**src/design/rope_consts.svh**
```systemverilog
`ifndef ROPE_CONSTS_SVH
`define ROPE_CONSTS_SVH

//**************************************************************************
// Serial link
//**************************************************************************

// Clocks per oversample tick for 230400 baud at 100 MHz
`define RG_BAUD_DIV     27
`define RG_OVERSAMPLE   16
`define RG_DATA_BITS    8

//**************************************************************************
// Line format
//**************************************************************************

`define RG_MAX_DIGITS   8
`define RG_ASCII_CR     8'h0D
`define RG_ASCII_LF     8'h0A

// APB byte offsets
`define RG_OFS_ACCEL    4'h0
`define RG_OFS_ROPE     4'h4
`define RG_OFS_CTRL     4'h8
`define RG_OFS_STATUS   4'hC

`endif
```
**src/design/rope_pkg.sv**
```systemverilog
`default_nettype none

`include "rope_consts.svh"

//**************************************************************************
// Shared types of the rope game peripheral
//**************************************************************************

package rope_pkg;

   // One character off the serial line
   typedef logic [`RG_DATA_BITS-1:0] byte_t;

   // APB data word and the accelerometer value
   typedef logic [31:0] word_t;

   // Rope position driven to the game logic
   typedef logic [9:0] rope_loc_t;

   // Register byte address within the peripheral
   typedef logic [3:0] apb_addr_t;

   // Needs to hold the digit limit itself
   typedef logic [$clog2(`RG_MAX_DIGITS + 1)-1:0] digit_cnt_t;

endpackage

`default_nettype wire

```
**src/design/rope_game_periph.sv**
```systemverilog
`default_nettype none

`include "rope_consts.svh"

module rope_game_periph #(
   parameter int CLK_DIV = `RG_BAUD_DIV
) (
   input  wire                      clk,
   input  wire                      i_arst_n,
   // APB slave
   input  wire                      i_psel,
   input  wire                      i_penable,
   input  wire                      i_pwrite,
   input  wire rope_pkg::apb_addr_t i_paddr,
   input  wire rope_pkg::word_t     i_pwdata,
   output rope_pkg::word_t          o_prdata,
   output logic                     o_pready,
   output logic                     o_pslverr,
   // TXD of the BLE module
   input  wire                      i_ble_txd,
   // Game side
   output rope_pkg::rope_loc_t      o_rope_loc,
   output logic                     o_song_start,
   output logic                     o_irq
);
   import rope_pkg::*;

   logic  byte_valid;
   byte_t rx_byte;
   logic  frame_err;
   logic  value_valid;
   word_t value;
   logic  line_err;

   //**************************************************************************
   // Serial path into the register block
   //**************************************************************************

   uart_rx #(
      .CLK_DIV (CLK_DIV)
   ) u_uart_rx (
      .clk          (clk),
      .i_arst_n     (i_arst_n),
      .i_rx         (i_ble_txd),
      .o_byte_valid (byte_valid),
      .o_byte       (rx_byte),
      .o_frame_err  (frame_err)
   );

   hex_line_parser u_parser (
      .clk           (clk),
      .i_arst_n      (i_arst_n),
      .i_byte_valid  (byte_valid),
      .i_byte        (rx_byte),
      .i_frame_err   (frame_err),
      .o_value_valid (value_valid),
      .o_value       (value),
      .o_line_err    (line_err)
   );

   rope_regs u_regs (
      .clk           (clk),
      .i_arst_n      (i_arst_n),
      .i_psel        (i_psel),
      .i_penable     (i_penable),
      .i_pwrite      (i_pwrite),
      .i_paddr       (i_paddr),
      .i_pwdata      (i_pwdata),
      .o_prdata      (o_prdata),
      .o_pready      (o_pready),
      .o_pslverr     (o_pslverr),
      .i_value_valid (value_valid),
      .i_value       (value),
      .i_line_err    (line_err),
      .o_rope_loc    (o_rope_loc),
      .o_song_start  (o_song_start),
      .o_irq         (o_irq)
   );

endmodule

`default_nettype wire

```
**src/design/rope_regs.sv**
```systemverilog
`default_nettype none

`include "rope_consts.svh"

module rope_regs (
   input  wire                      clk,
   input  wire                      i_arst_n,
   input  wire                      i_psel,
   input  wire                      i_penable,
   input  wire                      i_pwrite,
   input  wire rope_pkg::apb_addr_t i_paddr,
   input  wire rope_pkg::word_t     i_pwdata,
   output rope_pkg::word_t          o_prdata,
   output logic                     o_pready,
   output logic                     o_pslverr,
   input  wire                      i_value_valid,
   input  wire rope_pkg::word_t     i_value,
   input  wire                      i_line_err,
   output rope_pkg::rope_loc_t      o_rope_loc,
   output logic                     o_song_start,
   output logic                     o_irq
);
   import rope_pkg::*;

   localparam int ST_NEW = 0;
   localparam int ST_ERR = 1;

   logic  access;
   logic  sel_accel;
   logic  sel_rope;
   logic  sel_ctrl;
   logic  sel_status;
   logic  addr_ok;
   logic  wr;
   logic  rd;
   logic  clr_new;
   logic  new_flag;
   logic  err_flag;
   word_t accel;

   //**************************************************************************
   // APB decode without wait states
   //**************************************************************************

   assign access     = i_psel && i_penable;
   assign sel_accel  = (i_paddr == `RG_OFS_ACCEL);
   assign sel_rope   = (i_paddr == `RG_OFS_ROPE);
   assign sel_ctrl   = (i_paddr == `RG_OFS_CTRL);
   assign sel_status = (i_paddr == `RG_OFS_STATUS);
   assign addr_ok    = sel_accel || sel_rope || sel_ctrl || sel_status;

   assign wr        = access && i_pwrite && addr_ok;
   assign rd        = access && !i_pwrite;
   assign o_pready  = access;
   assign o_pslverr = access && !addr_ok;

   // Unmapped offsets and CTRL read back zero
   always_comb begin
      o_prdata = '0;
      if (rd) begin
         if (sel_accel) begin
            o_prdata = accel;
         end else if (sel_rope) begin
            o_prdata = word_t'(o_rope_loc);
         end else if (sel_status) begin
            o_prdata[ST_NEW] = new_flag;
            o_prdata[ST_ERR] = err_flag;
         end
      end
   end

   //**************************************************************************
   // Registers
   //**************************************************************************

   always_ff @(posedge clk or negedge i_arst_n) begin
      if (!i_arst_n) begin
         accel        <= '0;
         o_rope_loc   <= '0;
         o_song_start <= 1'b0;
      end else begin
         if (i_value_valid) begin
            accel <= i_value;
         end
         if (wr && sel_rope) begin
            o_rope_loc <= i_pwdata[$bits(rope_loc_t)-1:0];
         end
         // One-cycle pulse after the access phase
         o_song_start <= wr && sel_ctrl && i_pwdata[0];
      end
   end

   // Reading ACCEL acknowledges the new value as well
   assign clr_new = (rd && sel_accel) || (wr && sel_status && i_pwdata[ST_NEW]);

   // A value arriving with a clear wins
   always_ff @(posedge clk or negedge i_arst_n) begin
      if (!i_arst_n) begin
         new_flag <= 1'b0;
         err_flag <= 1'b0;
      end else begin
         if (i_value_valid) begin
            new_flag <= 1'b1;
         end else if (clr_new) begin
            new_flag <= 1'b0;
         end
         if (i_line_err) begin
            err_flag <= 1'b1;
         end else if (wr && sel_status && i_pwdata[ST_ERR]) begin
            err_flag <= 1'b0;
         end
      end
   end

   assign o_irq = new_flag;

endmodule

`default_nettype wire

```
**src/design/hex_line_parser.sv**
```systemverilog
`default_nettype none

`include "rope_consts.svh"

module hex_line_parser (
   input  wire                  clk,
   input  wire                  i_arst_n,
   input  wire                  i_byte_valid,
   input  wire rope_pkg::byte_t i_byte,
   input  wire                  i_frame_err,
   output logic                 o_value_valid,
   output rope_pkg::word_t      o_value,
   output logic                 o_line_err
);
   import rope_pkg::*;

   word_t      acc;
   digit_cnt_t digit_cnt;
   logic       poisoned;
   logic       is_term;
   logic       is_hex;
   logic [3:0] nibble;
   logic       digit_ok;

   assign is_term = (i_byte == `RG_ASCII_CR) || (i_byte == `RG_ASCII_LF);

   // ASCII hex to nibble in either case
   always_comb begin
      is_hex = 1'b1;
      nibble = '0;
      if (i_byte >= "0" && i_byte <= "9") begin
         nibble = i_byte[3:0];
      end else if ((i_byte >= "A" && i_byte <= "F") || (i_byte >= "a" && i_byte <= "f")) begin
         nibble = i_byte[3:0] + 4'd9;
      end else begin
         is_hex = 1'b0;
      end
   end

   assign digit_ok = i_byte_valid && is_hex &&
                     (digit_cnt != digit_cnt_t'(`RG_MAX_DIGITS));

   always_ff @(posedge clk or negedge i_arst_n) begin
      if (!i_arst_n) begin
         digit_cnt     <= '0;
         poisoned      <= 1'b0;
         o_value_valid <= 1'b0;
         o_line_err    <= 1'b0;
      end else begin
         o_value_valid <= 1'b0;
         o_line_err    <= 1'b0;
         if (i_frame_err) begin
            poisoned <= 1'b1;
         end else if (i_byte_valid) begin
            if (is_term) begin
               // Empty clean line is dropped silently
               o_line_err    <= poisoned;
               o_value_valid <= !poisoned && (digit_cnt != '0);
               digit_cnt     <= '0;
               poisoned      <= 1'b0;
            end else if (digit_ok) begin
               digit_cnt <= digit_cnt + 1'b1;
            end else begin
               poisoned <= 1'b1;
            end
         end
      end
   end

   // First digit of a line clears the upper nibbles
   always_ff @(posedge clk) begin
      if (digit_ok) begin
         acc <= (digit_cnt == '0) ? word_t'(nibble) : {acc[$bits(word_t)-5:0], nibble};
      end
   end

   // Still holds the line after the terminator
   assign o_value = acc;

endmodule

`default_nettype wire

```
**src/design/uart_rx.sv**
```systemverilog
`default_nettype none

`include "rope_consts.svh"

module uart_rx #(
   parameter int CLK_DIV = `RG_BAUD_DIV
) (
   input  wire             clk,
   input  wire             i_arst_n,
   input  wire             i_rx,
   output logic            o_byte_valid,
   output rope_pkg::byte_t o_byte,
   output logic            o_frame_err
);
   import rope_pkg::*;

   localparam int DIV_W = (CLK_DIV > 1) ? $clog2(CLK_DIV) : 1;
   localparam int OS_W  = $clog2(`RG_OVERSAMPLE);
   localparam int BIT_W = $clog2(`RG_DATA_BITS);

   localparam logic [OS_W-1:0]  OS_MID   = OS_W'(`RG_OVERSAMPLE / 2 - 1);
   localparam logic [OS_W-1:0]  OS_LAST  = OS_W'(`RG_OVERSAMPLE - 1);
   localparam logic [BIT_W-1:0] BIT_LAST = BIT_W'(`RG_DATA_BITS - 1);

   typedef enum logic [1:0] {
      ST_IDLE,
      ST_START,
      ST_DATA,
      ST_STOP
   } state_t;

   state_t           state;
   logic             rx_meta;
   logic             rx_sync;
   logic [DIV_W-1:0] div_cnt;
   logic             tick;
   logic [OS_W-1:0]  os_cnt;
   logic [BIT_W-1:0] bit_cnt;
   logic             bit_mid;
   byte_t            shreg;

   // Two-flop synchronizer that resets to the idle high level
   always_ff @(posedge clk or negedge i_arst_n) begin
      if (!i_arst_n) begin
         rx_meta <= 1'b1;
         rx_sync <= 1'b1;
      end else begin
         rx_meta <= i_rx;
         rx_sync <= rx_meta;
      end
   end

   // Oversample tick generator
   always_ff @(posedge clk or negedge i_arst_n) begin
      if (!i_arst_n) begin
         div_cnt <= '0;
      end else if (tick) begin
         div_cnt <= '0;
      end else begin
         div_cnt <= div_cnt + 1'b1;
      end
   end

   assign tick    = (div_cnt == DIV_W'(CLK_DIV - 1));
   // Middle of a data or stop bit once aligned by the start bit
   assign bit_mid = tick && (os_cnt == OS_LAST);

   //**************************************************************************
   // Receive FSM
   //**************************************************************************

   always_ff @(posedge clk or negedge i_arst_n) begin
      if (!i_arst_n) begin
         state        <= ST_IDLE;
         os_cnt       <= '0;
         bit_cnt      <= '0;
         o_byte_valid <= 1'b0;
         o_frame_err  <= 1'b0;
      end else begin
         o_byte_valid <= 1'b0;
         o_frame_err  <= 1'b0;
         case (state)
            ST_IDLE: begin
               os_cnt <= '0;
               if (!rx_sync) begin
                  state <= ST_START;
               end
            end
            ST_START: begin
               if (tick) begin
                  if (os_cnt == OS_MID) begin
                     os_cnt  <= '0;
                     bit_cnt <= '0;
                     // High again at mid-bit means a glitch
                     state   <= rx_sync ? ST_IDLE : ST_DATA;
                  end else begin
                     os_cnt <= os_cnt + 1'b1;
                  end
               end
            end
            ST_DATA: begin
               if (tick) begin
                  os_cnt <= os_cnt + 1'b1;
               end
               if (bit_mid) begin
                  bit_cnt <= bit_cnt + 1'b1;
                  if (bit_cnt == BIT_LAST) begin
                     state <= ST_STOP;
                  end
               end
            end
            default: begin
               if (tick) begin
                  os_cnt <= os_cnt + 1'b1;
               end
               if (bit_mid) begin
                  o_byte_valid <= rx_sync;
                  o_frame_err  <= !rx_sync;
                  state        <= ST_IDLE;
               end
            end
         endcase
      end
   end

   // LSB first
   always_ff @(posedge clk) begin
      if (state == ST_DATA && bit_mid) begin
         shreg <= {rx_sync, shreg[`RG_DATA_BITS-1:1]};
      end
   end

   assign o_byte = shreg;

endmodule

`default_nettype wire

```
**config.mk**
```make
export PLATFORM = sky130hd
export DESIGN_NAME = rope_game_periph
export DESIGN_NICKNAME = d
export VERILOG_FILES = /design/src/design/rope_pkg.sv /design/src/design/rope_game_periph.sv /design/src/design/rope_regs.sv /design/src/design/hex_line_parser.sv /design/src/design/uart_rx.sv
export VERILOG_INCLUDE_DIRS = /design/src /design/src/design
export SDC_FILE = /design/constraint.sdc
export NUM_CORES = 1
export LEC_CHECK = 0
export BUFFER_PORTS_ARGS = -buffer_cell sky130_fd_sc_hd__buf_2
export CORE_MARGIN = 2
export CORE_UTILIZATION = 50
export CTS_CLUSTER_DIAMETER = 150
export DETAILED_ROUTE_END_ITERATION = 8
export HOLD_SLACK_MARGIN = 0.06
export PLACE_DENSITY = 0.79
export SYNTH_ARGS = -nofsm -noshare
export SYNTH_HDL_FRONTEND = slang
export SYNTH_SLANG_ARGS = --single-unit
```
**constraint.sdc**
```tcl
create_clock -name clk -period 3.3 [get_ports clk]
set_input_delay 0 -clock clk [delete_from_list [all_inputs] [get_ports clk]]
set_output_delay 0 -clock clk [all_outputs]
set_load 0.1 [all_outputs]
```
Yosys cells after proc, flatten, opt, wreduce, memory -nomap -nowiden --
Index checks and enable logic that the tools add are counted.
Word-level totals: flip-flop bits (word level) 110, input bits 42, output and inout port bits 46, word-level logic and storage cells 143
Operators by class: add/subtract/negate cells 5, magnitude comparators 6, equal/unequal tests 18, mux-type cells 46, bitwise gates (word level) 1, reduce and logical (&&, ||, !) cells 47
Operator list (number):
- two-way mux 32 bit | 2
- two-way mux 4 bit | 7
- logical AND 1 bit | 20
- two-way mux 1 bit | 20
- two-way mux 2 bit | 9
- == test 8 x 4 -> 1 bit (second input constant) | 2
- >= comparator 8 x 7 -> 1 bit (second input constant) | 2
- less-or-equal comparator 8 x 7 -> 1 bit (second input constant) | 2
- == test 4 bit (second input constant) | 3
- nonzero test 2 bit | 6
- two-way mux 3 bit | 3
- adder 4 x 1 -> 4 bit (second input constant) | 2
- == test 4 x 3 -> 1 bit (second input constant) | 2
- >= comparator 8 x 6 -> 1 bit (second input constant) | 1
- less-or-equal comparator 8 x 6 -> 1 bit (second input constant) | 1
- logical NOT 4 bit | 2
- two-way mux 8 bit | 1
- != test 2 x 1 -> 1 bit (second input constant) | 4
- case mux 4 bit (2 select lines) | 1
- logical OR 1 bit | 6
- case mux 2 bit (3 select lines) | 1
- case mux 3 bit (2 select lines) | 1
- AND reduction 6 bit | 1
- adder 5 x 1 -> 5 bit (second input constant) | 1
- other kinds (19) | 23

Depth between registers and ports, before layout --
Gate-level depths: netlist of run 1.
word-level depth 11, gate-level depth with buffers 8, gate-level depth less buffers 7

By module --
From an unflattened synthesis of run 1, not the netlist that was laid out.
Second synthesis, totals: cell total of the unflattened synthesis 378, area total of the unflattened synthesis 4949.7 sq um
Modules (own cells, without submodules):
- rope_regs | instances 1, cells an instance 161, area each 2059.5 sq um, seq. area each 1126.1 sq um
- hex_line_parser | instances 1, cells an instance 125, area each 1735.4 sq um, seq. area each 1136.1 sq um
- uart_rx | instances 1, cells an instance 92, area each 1154.9 sq um, seq. area each 693.2 sq um

Worst setup path before layout of run 1 --
No wires, ideal clock.
path type flip-flop to flip-flop, start point reg u_uart_rx.shreg[0] (netlist: u_uart_rx.o_byte[0]), end point reg u_parser.poisoned, library setup time 209 ps, data arrival time 3210 ps, required time 3091 ps, slack -119 ps, stages on the path, launching flop included 8, buffers on the path 0, clock period less this slack 3419 ps, path through edfxtp_1 > inv_1 > ha_1 > o21bai_4 > a2111oi_4 > o21bai_4 > nor2b_1 > o21ai_0
Between the ends: word-level cells in the longest chain between the ends 9, elaborated cells between the ends (all ways) 22, those cells by class order compare: 6; eq/ne: 3; mux: 5; reduce/logical: 8
RTL lines:
- start, declared | RTL line uart_rx.sv:40 | byte_t shreg;
- start signal, assigned | RTL line uart_rx.sv:129 | shreg <= {rx_sync, shreg[`RG_DATA_BITS-1:1]};
- >= comparator 8 x 7 -> 1 bit / less-or-equal comparator 8 x 7 -> 1 bit (equally long branches) | RTL line hex_line_parser.sv:33 | end else if ((i_byte >= "A" && i_byte <= "F") || (i_byte >= "a" && i_byte <= "f")) begin
- logical AND 1 bit | RTL line hex_line_parser.sv:33
- logical OR 1 bit | RTL line hex_line_parser.sv:33
- two-way mux 1 bit | RTL line hex_line_parser.sv:33
- two-way mux 1 bit * | RTL line hex_line_parser.sv:31 | if (i_byte >= "0" && i_byte <= "9") begin
- logical AND 1 bit * (2 in series) | RTL line hex_line_parser.sv:40 | assign digit_ok = i_byte_valid && is_hex &&
- named net u_parser.digit_ok | RTL line hex_line_parser.sv:23 | logic digit_ok;
- != test 3 x 2 -> 1 bit (no source line) *
- AND reduction 2 bit (no source line) *
- end signal, assigned | RTL line hex_line_parser.sv:46 | poisoned <= 1'b0;
- end signal, assigned | RTL line hex_line_parser.sv:53 | poisoned <= 1'b1;
- end signal, assigned | RTL line hex_line_parser.sv:60 | poisoned <= 1'b0;
- end, declared | RTL line hex_line_parser.sv:19 | logic poisoned;
Mark *: on every way through the listed nets, which the timed path passes. The rest lies on a longest branch. The select of a mux whose other input is x is not followed. A chain may end at the register's enable or synchronous reset.

Final worst setup path of run 1 --
start point in i_pwrite, end point out o_prdata[14]
Between the ends: word-level cells in the longest chain between the ends 3
RTL lines:
- start, declared | RTL line rope_game_periph.sv:13 | input wire i_pwrite,
- logical NOT 1 bit | RTL line rope_regs.sv:53 | assign rd = access && !i_pwrite;
- logical AND 1 bit | RTL line rope_regs.sv:53
- two-way mux 32 bit | RTL line rope_regs.sv:60 | if (rd) begin
- end, declared | RTL line rope_game_periph.sv:16 | output rope_pkg::word_t o_prdata,
No other way between the ends.

==> flow_metrics.py, run 1 <==
metrics = {
    "cts": {
        "numCtsBuffers": 9,
        "ctsLongestPathBuffers": 2,
        "clock_latency_ps": 390,
        "cts_tree": "done",
        "root_buffer": "clkbuf_8",
        "clk_pin_slew_ps": 120,
        "numClockSinks": 110,
        "cts_setup_buffers": 0,
        "h-tree-depth": 3,
    },
    "route": {
        "num_vias": 3116,
        "drt_iter0_drc": 157,
        "totalWireLength_um": 8694,
        "viasPerCell": 5.133,
        "post_drt_wl_per_cell_um": 14.32,
        "first_pass_iters": 4,
        "drc": 0,
        "ant_nets": 0,
    },
    "global_routing": {
        "grt_max_degree": 34,
        "grt_antenna_before_repair": 0,
        "gr-total-overflow": 0,
        "track_usage_pct": 17.30,
        "grt_pass1_vias": 3085,
        "grt_pass1_wl_um": 14070,
    },
    "sta": {
        "worst_slew_pin_slew_ps": 671.9,
        "setup_viol": 0,
        "clock_skew_ps": 18.33,
        "hold_viol": 0,
        "finalCritPeriodShare_pct": 78.63,
        "rsz0062_at_grt": "false",
        "drv_slew": 0,
        "finalCriticalPeriod_ps": 2595,
        "fin_setup_tns_ps": 0,
        "relSlewSlack_pct": 54.80,
        "max_freq_ghz": 0.3854,
        "fin_ws_ps": 705.4,
    },
    "die": {
        "io_pins": 88,
        "die_x_um": 103.2,
        "start_util_pct": 50.83,
        "die-area_um2": 10650,
        "rows": 36,
        "core-area_um2": 9684,
        "die_y_um": 103.2,
    },
    "setup_path": {
        "crit_path_cell_trace": "dlygate4sd3_1, buf_2, or4_4, or2_1, nor2_4, and2_1, buf_2",
        "crit_buf_inv": 3,
        "cpMaxStageDelayCell": "or4_4",
        "crit_path_start_kind": "input port",
        "critPathCaptureType": "primary output",
        "critical_path.top_delay_family": "simple AND/OR/NAND/NOR gates",
        "crit_top_cell": "buf_2",
        "cp_max_fo": 22,
        "r2r-start": "u_uart_rx.o_byte[1]",
        "critPathArrivalTime_ps": 2590,
        "critPathKind": "in2out",
        "crit_start": "i_pwrite",
        "cpPeakStageDelay_ps": 550,
        "required_ps": 3300,
    },
    "placed_design": {
        "port_buffers": 65,
        "place_ws_ps": 738.6,
        "hpwl_um": 5984,
        "gp_congestion": 0.7874,
    },
    "synthesis": {
        "synth_fp_nets": 441,
        "avgSynthCellArea_um2": 12.69,
        "synth_edf_count": 40,
        "synth_cell_types": 49,
        "seq_area_frac_synth_pct": 60.04,
        "synth_cells": 388,
        "async_reset_ff_share_pct": 63.64,
        "synth-main-ff-cell": "dfrtp_1",
        "yosys_warnings": 0,
        "syn_area_um2": 4922,
        "synth-seq-cells": 110,
    },
    "power_and_ir_drop": {
        "irDropWorstVdd_mv": 0.3105,
        "pwr_density_cell_nw_per_um2": 432.3,
        "power.leakage_nw": 2.540,
    },
    "finish": {
        "multi_input_area_um2": 1849,
        "seq_area_um2": 2955,
        "area_growth_pct": 16.78,
        "final_common_cell": "dfrtp_1",
        "fillers": 754,
        "drive_gt1_share_pct": 30.17,
        "n_antenna_cell": 0,
        "nets": 522,
        "final_cell_mix": "68 x dfrtp_1, 65 x buf_2, 45 x mux2_2",
    },
    "status": {
        "outcome": "completed",
    },
    "min_path": {
        "hold_path_class": "in2async",
    },
    "job": {
        "maxCapViolations": 0,
    },
}
## where the power goes
part | total, mW | internal, mW | switching [mW]
clock | 0.816 | 0.304 | 0.512
combinational | 0.232 | 0.0520 | 0.180
sequential | 1.44 | 1.43 | 0.0118
total | 2.48 | 1.78 | 0.703
## kinds of logic (layout without fill, tap and decap cells)
group | count (synthesis) | after routing | synth area share (%)
AO/OA/AOI/OAI | 39 | 39 | 5.999
XOR/XNOR | 3 | 3 | 0.5339
adder cells (fa/ha/maj) | 11 | 11 | 2.796
buffers and inverters | 27 | 113 | 2.542
flip-flops | 110 | 110 | 60.04
multiplexers | 55 | 55 | 12.33
AND/OR/NAND/NOR | 143 | 143 | 15.76
## path summary, 6_finish.rpt
| kind | end | slack [ps] | cells after the start |
|---|---|---|---|
| min in group clk | u_regs.o_irq | 110 | 4 |
| min reg2reg | u_uart_rx.rx_sync | 360 | 0 |
| max in group asynchronous | u_regs.accel[7] | 2400 | 3 |
| max | o_prdata[14] | 710 | 7 |
| min | u_regs.accel[28] | 100 | 2 |
| max reg2reg | u_parser.o_value[19] | 770 | 7 |
## state kept, by name (all words and copies together), names as in the netlist, 2 cells and up
register	cells
u_uart_rx.o_byte	8
u_uart_rx.div_cnt	5
u_uart_rx.state	2
u_regs.accel	32
u_regs.o_rope_loc	10
u_parser.o_value	32
u_parser.digit_cnt	4
u_uart_rx.os_cnt	4
u_uart_rx.bit_cnt	3
## metrics by stage
step	utilization, %	cells	hold slack, ps	total power [mW]	area (µm²)
global placement	55.54	575	4.644	1.683	5379
floorplan	-	388	-295.6	1.629	4925
CTS	59.35	607	89.07	2.514	5748
finish	59.35	607	96.37	2.485	5748
detailed placement	55.54	575	8.097	1.687	5379
global route	59.35	607	105.8	2.585	5748
## Yosys cell counts, types with 3 or more instances
library cell | n | share of area (%)
a211oi_1 | 3 | 0.46
a21oi_1 | 8 | 0.81
nor3_1 | 7 | 0.71
buf_6 | 3 | 0.69
a31oi_1 | 5 | 0.64
dfrtp_1 | 68 | 35
and2_1 | 24 | 3.1
nor2_1 | 33 | 2.5
nand2b_1 | 4 | 0.51
nand3_1 | 9 | 0.92
edfxtp_1 | 40 | 24
inv_1 | 10 | 0.76
mux2i_1 | 10 | 2.0
nand2_1 | 17 | 1.3
clkbuf_1 | 12 | 0.92
ha_1 | 11 | 2.8
mux2_2 | 45 | 10
nor2b_1 | 31 | 3.9
o21ai_0 | 8 | 0.81
nor4_1 | 3 | 0.38
## cell type report
class,count,area share (%)
clock buffers,9,2.155
clock inverters,7,1.480
inverters,10,0.6530
multi-input cells,251,32.17
flip-flops and latches,110,51.41
well taps,133,2.895
repair buffers,87,9.229
## routing by layer
metal  vias to the layer above  global-route usage, %  routed length [µm]
met5                         -                      0                   0
met4                         0                  6.579                 144
met3                        12                  3.763                 299
met2                        52                  30.67                4518
met1                      1528                  20.69                3731
li1                       1524                      -                   -
## timing repair
item | CTS | global route
resized for setup | 0 | 0
hold endpoints to repair | 35 | 0
hold buffers | 16 | 0
No activity file was read; power rests on OpenSTA's default activity.
==> inputs of run 2 (changes only) <==
--- a/config.mk
+++ b/config.mk
@@ -8,11 +8,11 @@
 export LEC_CHECK = 0
 export BUFFER_PORTS_ARGS = -buffer_cell sky130_fd_sc_hd__buf_2
 export CORE_MARGIN = 2
-export CORE_UTILIZATION = 50
+export CORE_UTILIZATION = 55
 export CTS_CLUSTER_DIAMETER = 150
 export DETAILED_ROUTE_END_ITERATION = 8
 export HOLD_SLACK_MARGIN = 0.06
-export PLACE_DENSITY = 0.79
+export PLACE_DENSITY = 0.82
 export SYNTH_ARGS = -nofsm -noshare
 export SYNTH_HDL_FRONTEND = slang
 export SYNTH_SLANG_ARGS = --single-unit
==> constraint.sdc (replaced) <==
create_clock -name clk -period 2.6 [get_ports clk]
set_input_delay 0 -clock clk [delete_from_list [all_inputs] [get_ports clk]]
set_output_delay 0 -clock clk [all_outputs]
set_load 0.1 [all_outputs]
==> flow_metrics.py, run 2 (same netlist as run 1, synthesis figures left out) <==
metrics = {
    "global_routing": {
        "gr-total-overflow": 0,
        "grt_max_degree": 39,
        "grt_pass1_vias": 3283,
        "grt_pass1_wl_um": 15100,
        "track_usage_pct": 19.16,
        "grt_antenna_before_repair": 0,
    },
    "setup_path": {
        "rr_worst_depth": 7,
        "critPathArrivalTime_ps": 2440,
        "critPathKind": "reg2reg",
        "required_ps": 2680,
        "cp_max_fo": 25,
        "critPathCaptureType": "flip-flop",
        "r2r-start": "u_uart_rx.o_byte[0]",
        "crit_buf_inv": 2,
        "crit_start": "u_uart_rx.o_byte[0]",
        "r2r_slack_ps": 230,
        "crit_path_cell_trace": "inv_1, ha_1, o21bai_4, a2111oi_4, o21bai_4, nor2b_4, buf_12",
        "cpPeakStageDelay_ps": 470,
        "crit_path_start_kind": "flip-flop",
        "critical_path.top_delay_family": "compound AO/OA/AOI/OAI gates",
        "cpMaxStageDelayCell": "edfxtp_1",
        "crit_top_cell": "o21bai_4",
        "r2r_end": "u_parser.o_value[5]",
    },
    "power_and_ir_drop": {
        "total_power_mw": 3.094,
        "irDropWorstVdd_mv": 0.3807,
        "pwr_density_cell_nw_per_um2": 539.2,
        "power.leakage_nw": 2.552,
    },
    "die": {
        "die_x_um": 98.60,
        "io_pins": 88,
        "die_y_um": 98.60,
        "rows": 34,
        "start_util_pct": 56.44,
        "core-area_um2": 8721,
        "die-area_um2": 9722,
    },
    "min_path": {
        "hold_path_class": "in2reg",
        "hp-start": "i_pwrite",
        "min_path_cells": 4,
        "hold_end": "u_regs.o_irq",
    },
    "route": {
        "totalWireLength_um": 8812,
        "post_drt_wl_per_cell_um": 15.11,
        "drc": 0,
        "wl_met3_um": 285,
        "viasPerCell": 5.467,
        "met2WireLength_um": 4532,
        "ant_nets": 0,
        "drt-met1-wl_um": 3845,
        "first_pass_iters": 4,
        "top_layer_used": "met4",
        "drt_iter0_drc": 132,
        "num_vias": 3187,
    },
    "sta": {
        "finalCritPeriodShare_pct": 91.00,
        "setup_viol": 0,
        "relSlewSlack_pct": 48.44,
        "finalCriticalPeriod_ps": 2366,
        "max_freq_ghz": 0.4227,
        "rsz0062_at_grt": "false",
        "clock_skew_ps": 14.93,
        "worst_slew_pin_slew_ps": 773.4,
        "drv_slew": 0,
        "holdWs_ps": 140.9,
        "hold_viol": 0,
        "fin_setup_tns_ps": 0,
    },
    "cts": {
        "cts_tree": "done",
        "numCtsBuffers": 9,
        "numClockSinks": 110,
        "clock_latency_ps": 370,
        "root_buffer": "clkbuf_8",
        "post_cts_resized": 0,
        "h-tree-depth": 3,
        "ctsLongestPathBuffers": 2,
        "clk_pin_slew_ps": 110,
    },
    "placed_design": {
        "dp_cells": 551,
        "port_buffers": 65,
        "gp_congestion": 0.7915,
        "hpwl_um": 6012,
    },
    "finish": {
        "final_cell_mix": "68 x dfrtp_1, 65 x buf_2, 45 x mux2_2",
        "area_growth_pct": 16.57,
        "final_common_cell": "dfrtp_1",
        "drive_gt1_share_pct": 30.32,
        "n_antenna_cell": 0,
        "nets": 523,
        "final_cells": 583,
        "fillers": 632,
    },
    "status": {
        "outcome": "completed",
    },
    "job": {
        "maxCapViolations": 0,
    },
}
## run 2: changes by cell type in the layout (fill, tap and decap cells not counted), sizes merged
| cell | delta |
|---|---|
| clkinvlp | -1 |
| buf | +1 |
| inv | -1 |
| clkinv | +2 |
## run 2: power breakdown
part	internal [mW]	leakage, nW	switching, mW
Clock	0.370	0.0995	0.601
Sequential	1.81	1.24	0.0167
Combinational	0.0671	1.21	0.230
## run 2: per-layer routing
layer	vias up	global-route usage, %
li1	1524	-
met4	0	6.112
met2	54	33.02
met3	15	4.610
met5	-	0
met1	1594	24.04
## run 2: area by class of cell
cell class	count	area (µm²)	area share, %
inverter	10	37.54	0.6542
clock inverter	7	68.82	1.199
timing repair buffer	88	563.0	9.812
tap	108	135.1	2.355
clock buffer	9	123.9	2.159
sequential	110	2955	51.50
multi-input combinational	251	1854	32.32
## run 2: per-stage QoR
step	area, µm²	setup WS (ps)	util, %
global route	5738	102.4	65.80
finish	5738	234.1	65.80
global placement	5385	362.9	61.75
detailed placement	5385	232.8	61.75
CTS	5738	224.4	65.80
floorplan	4930	84.77	-
## run 2: how the worst max path moves through the flow
stage	to	slack [ps]	cells after the start
finish	u_parser.o_value[5]	230	7
global route	u_parser.o_value[1]	100	7
CTS	u_parser.o_value[1]	220	7
detailed placement	u_parser.o_value[16]	230	7
global placement	u_parser.o_value[28]	360	7
floorplan	o_prdata[0]	80	4
## run 2: tightest hold or removal path, delay by kind of cell
family | cells | cell delay [ps]
AOI/OAI and AO/OA | 1 | 150
buffers and inverters | 1 | 100
and+or+nand+nor | 2 | 240
## run 2: repair_timing
item / in CTS / in global routing
buffers inserted: 0 / 0
endpoints found under the setup margin: 0 / 0
hold buffers: 16 / 0
endpoints found under the hold margin: 44 / 0
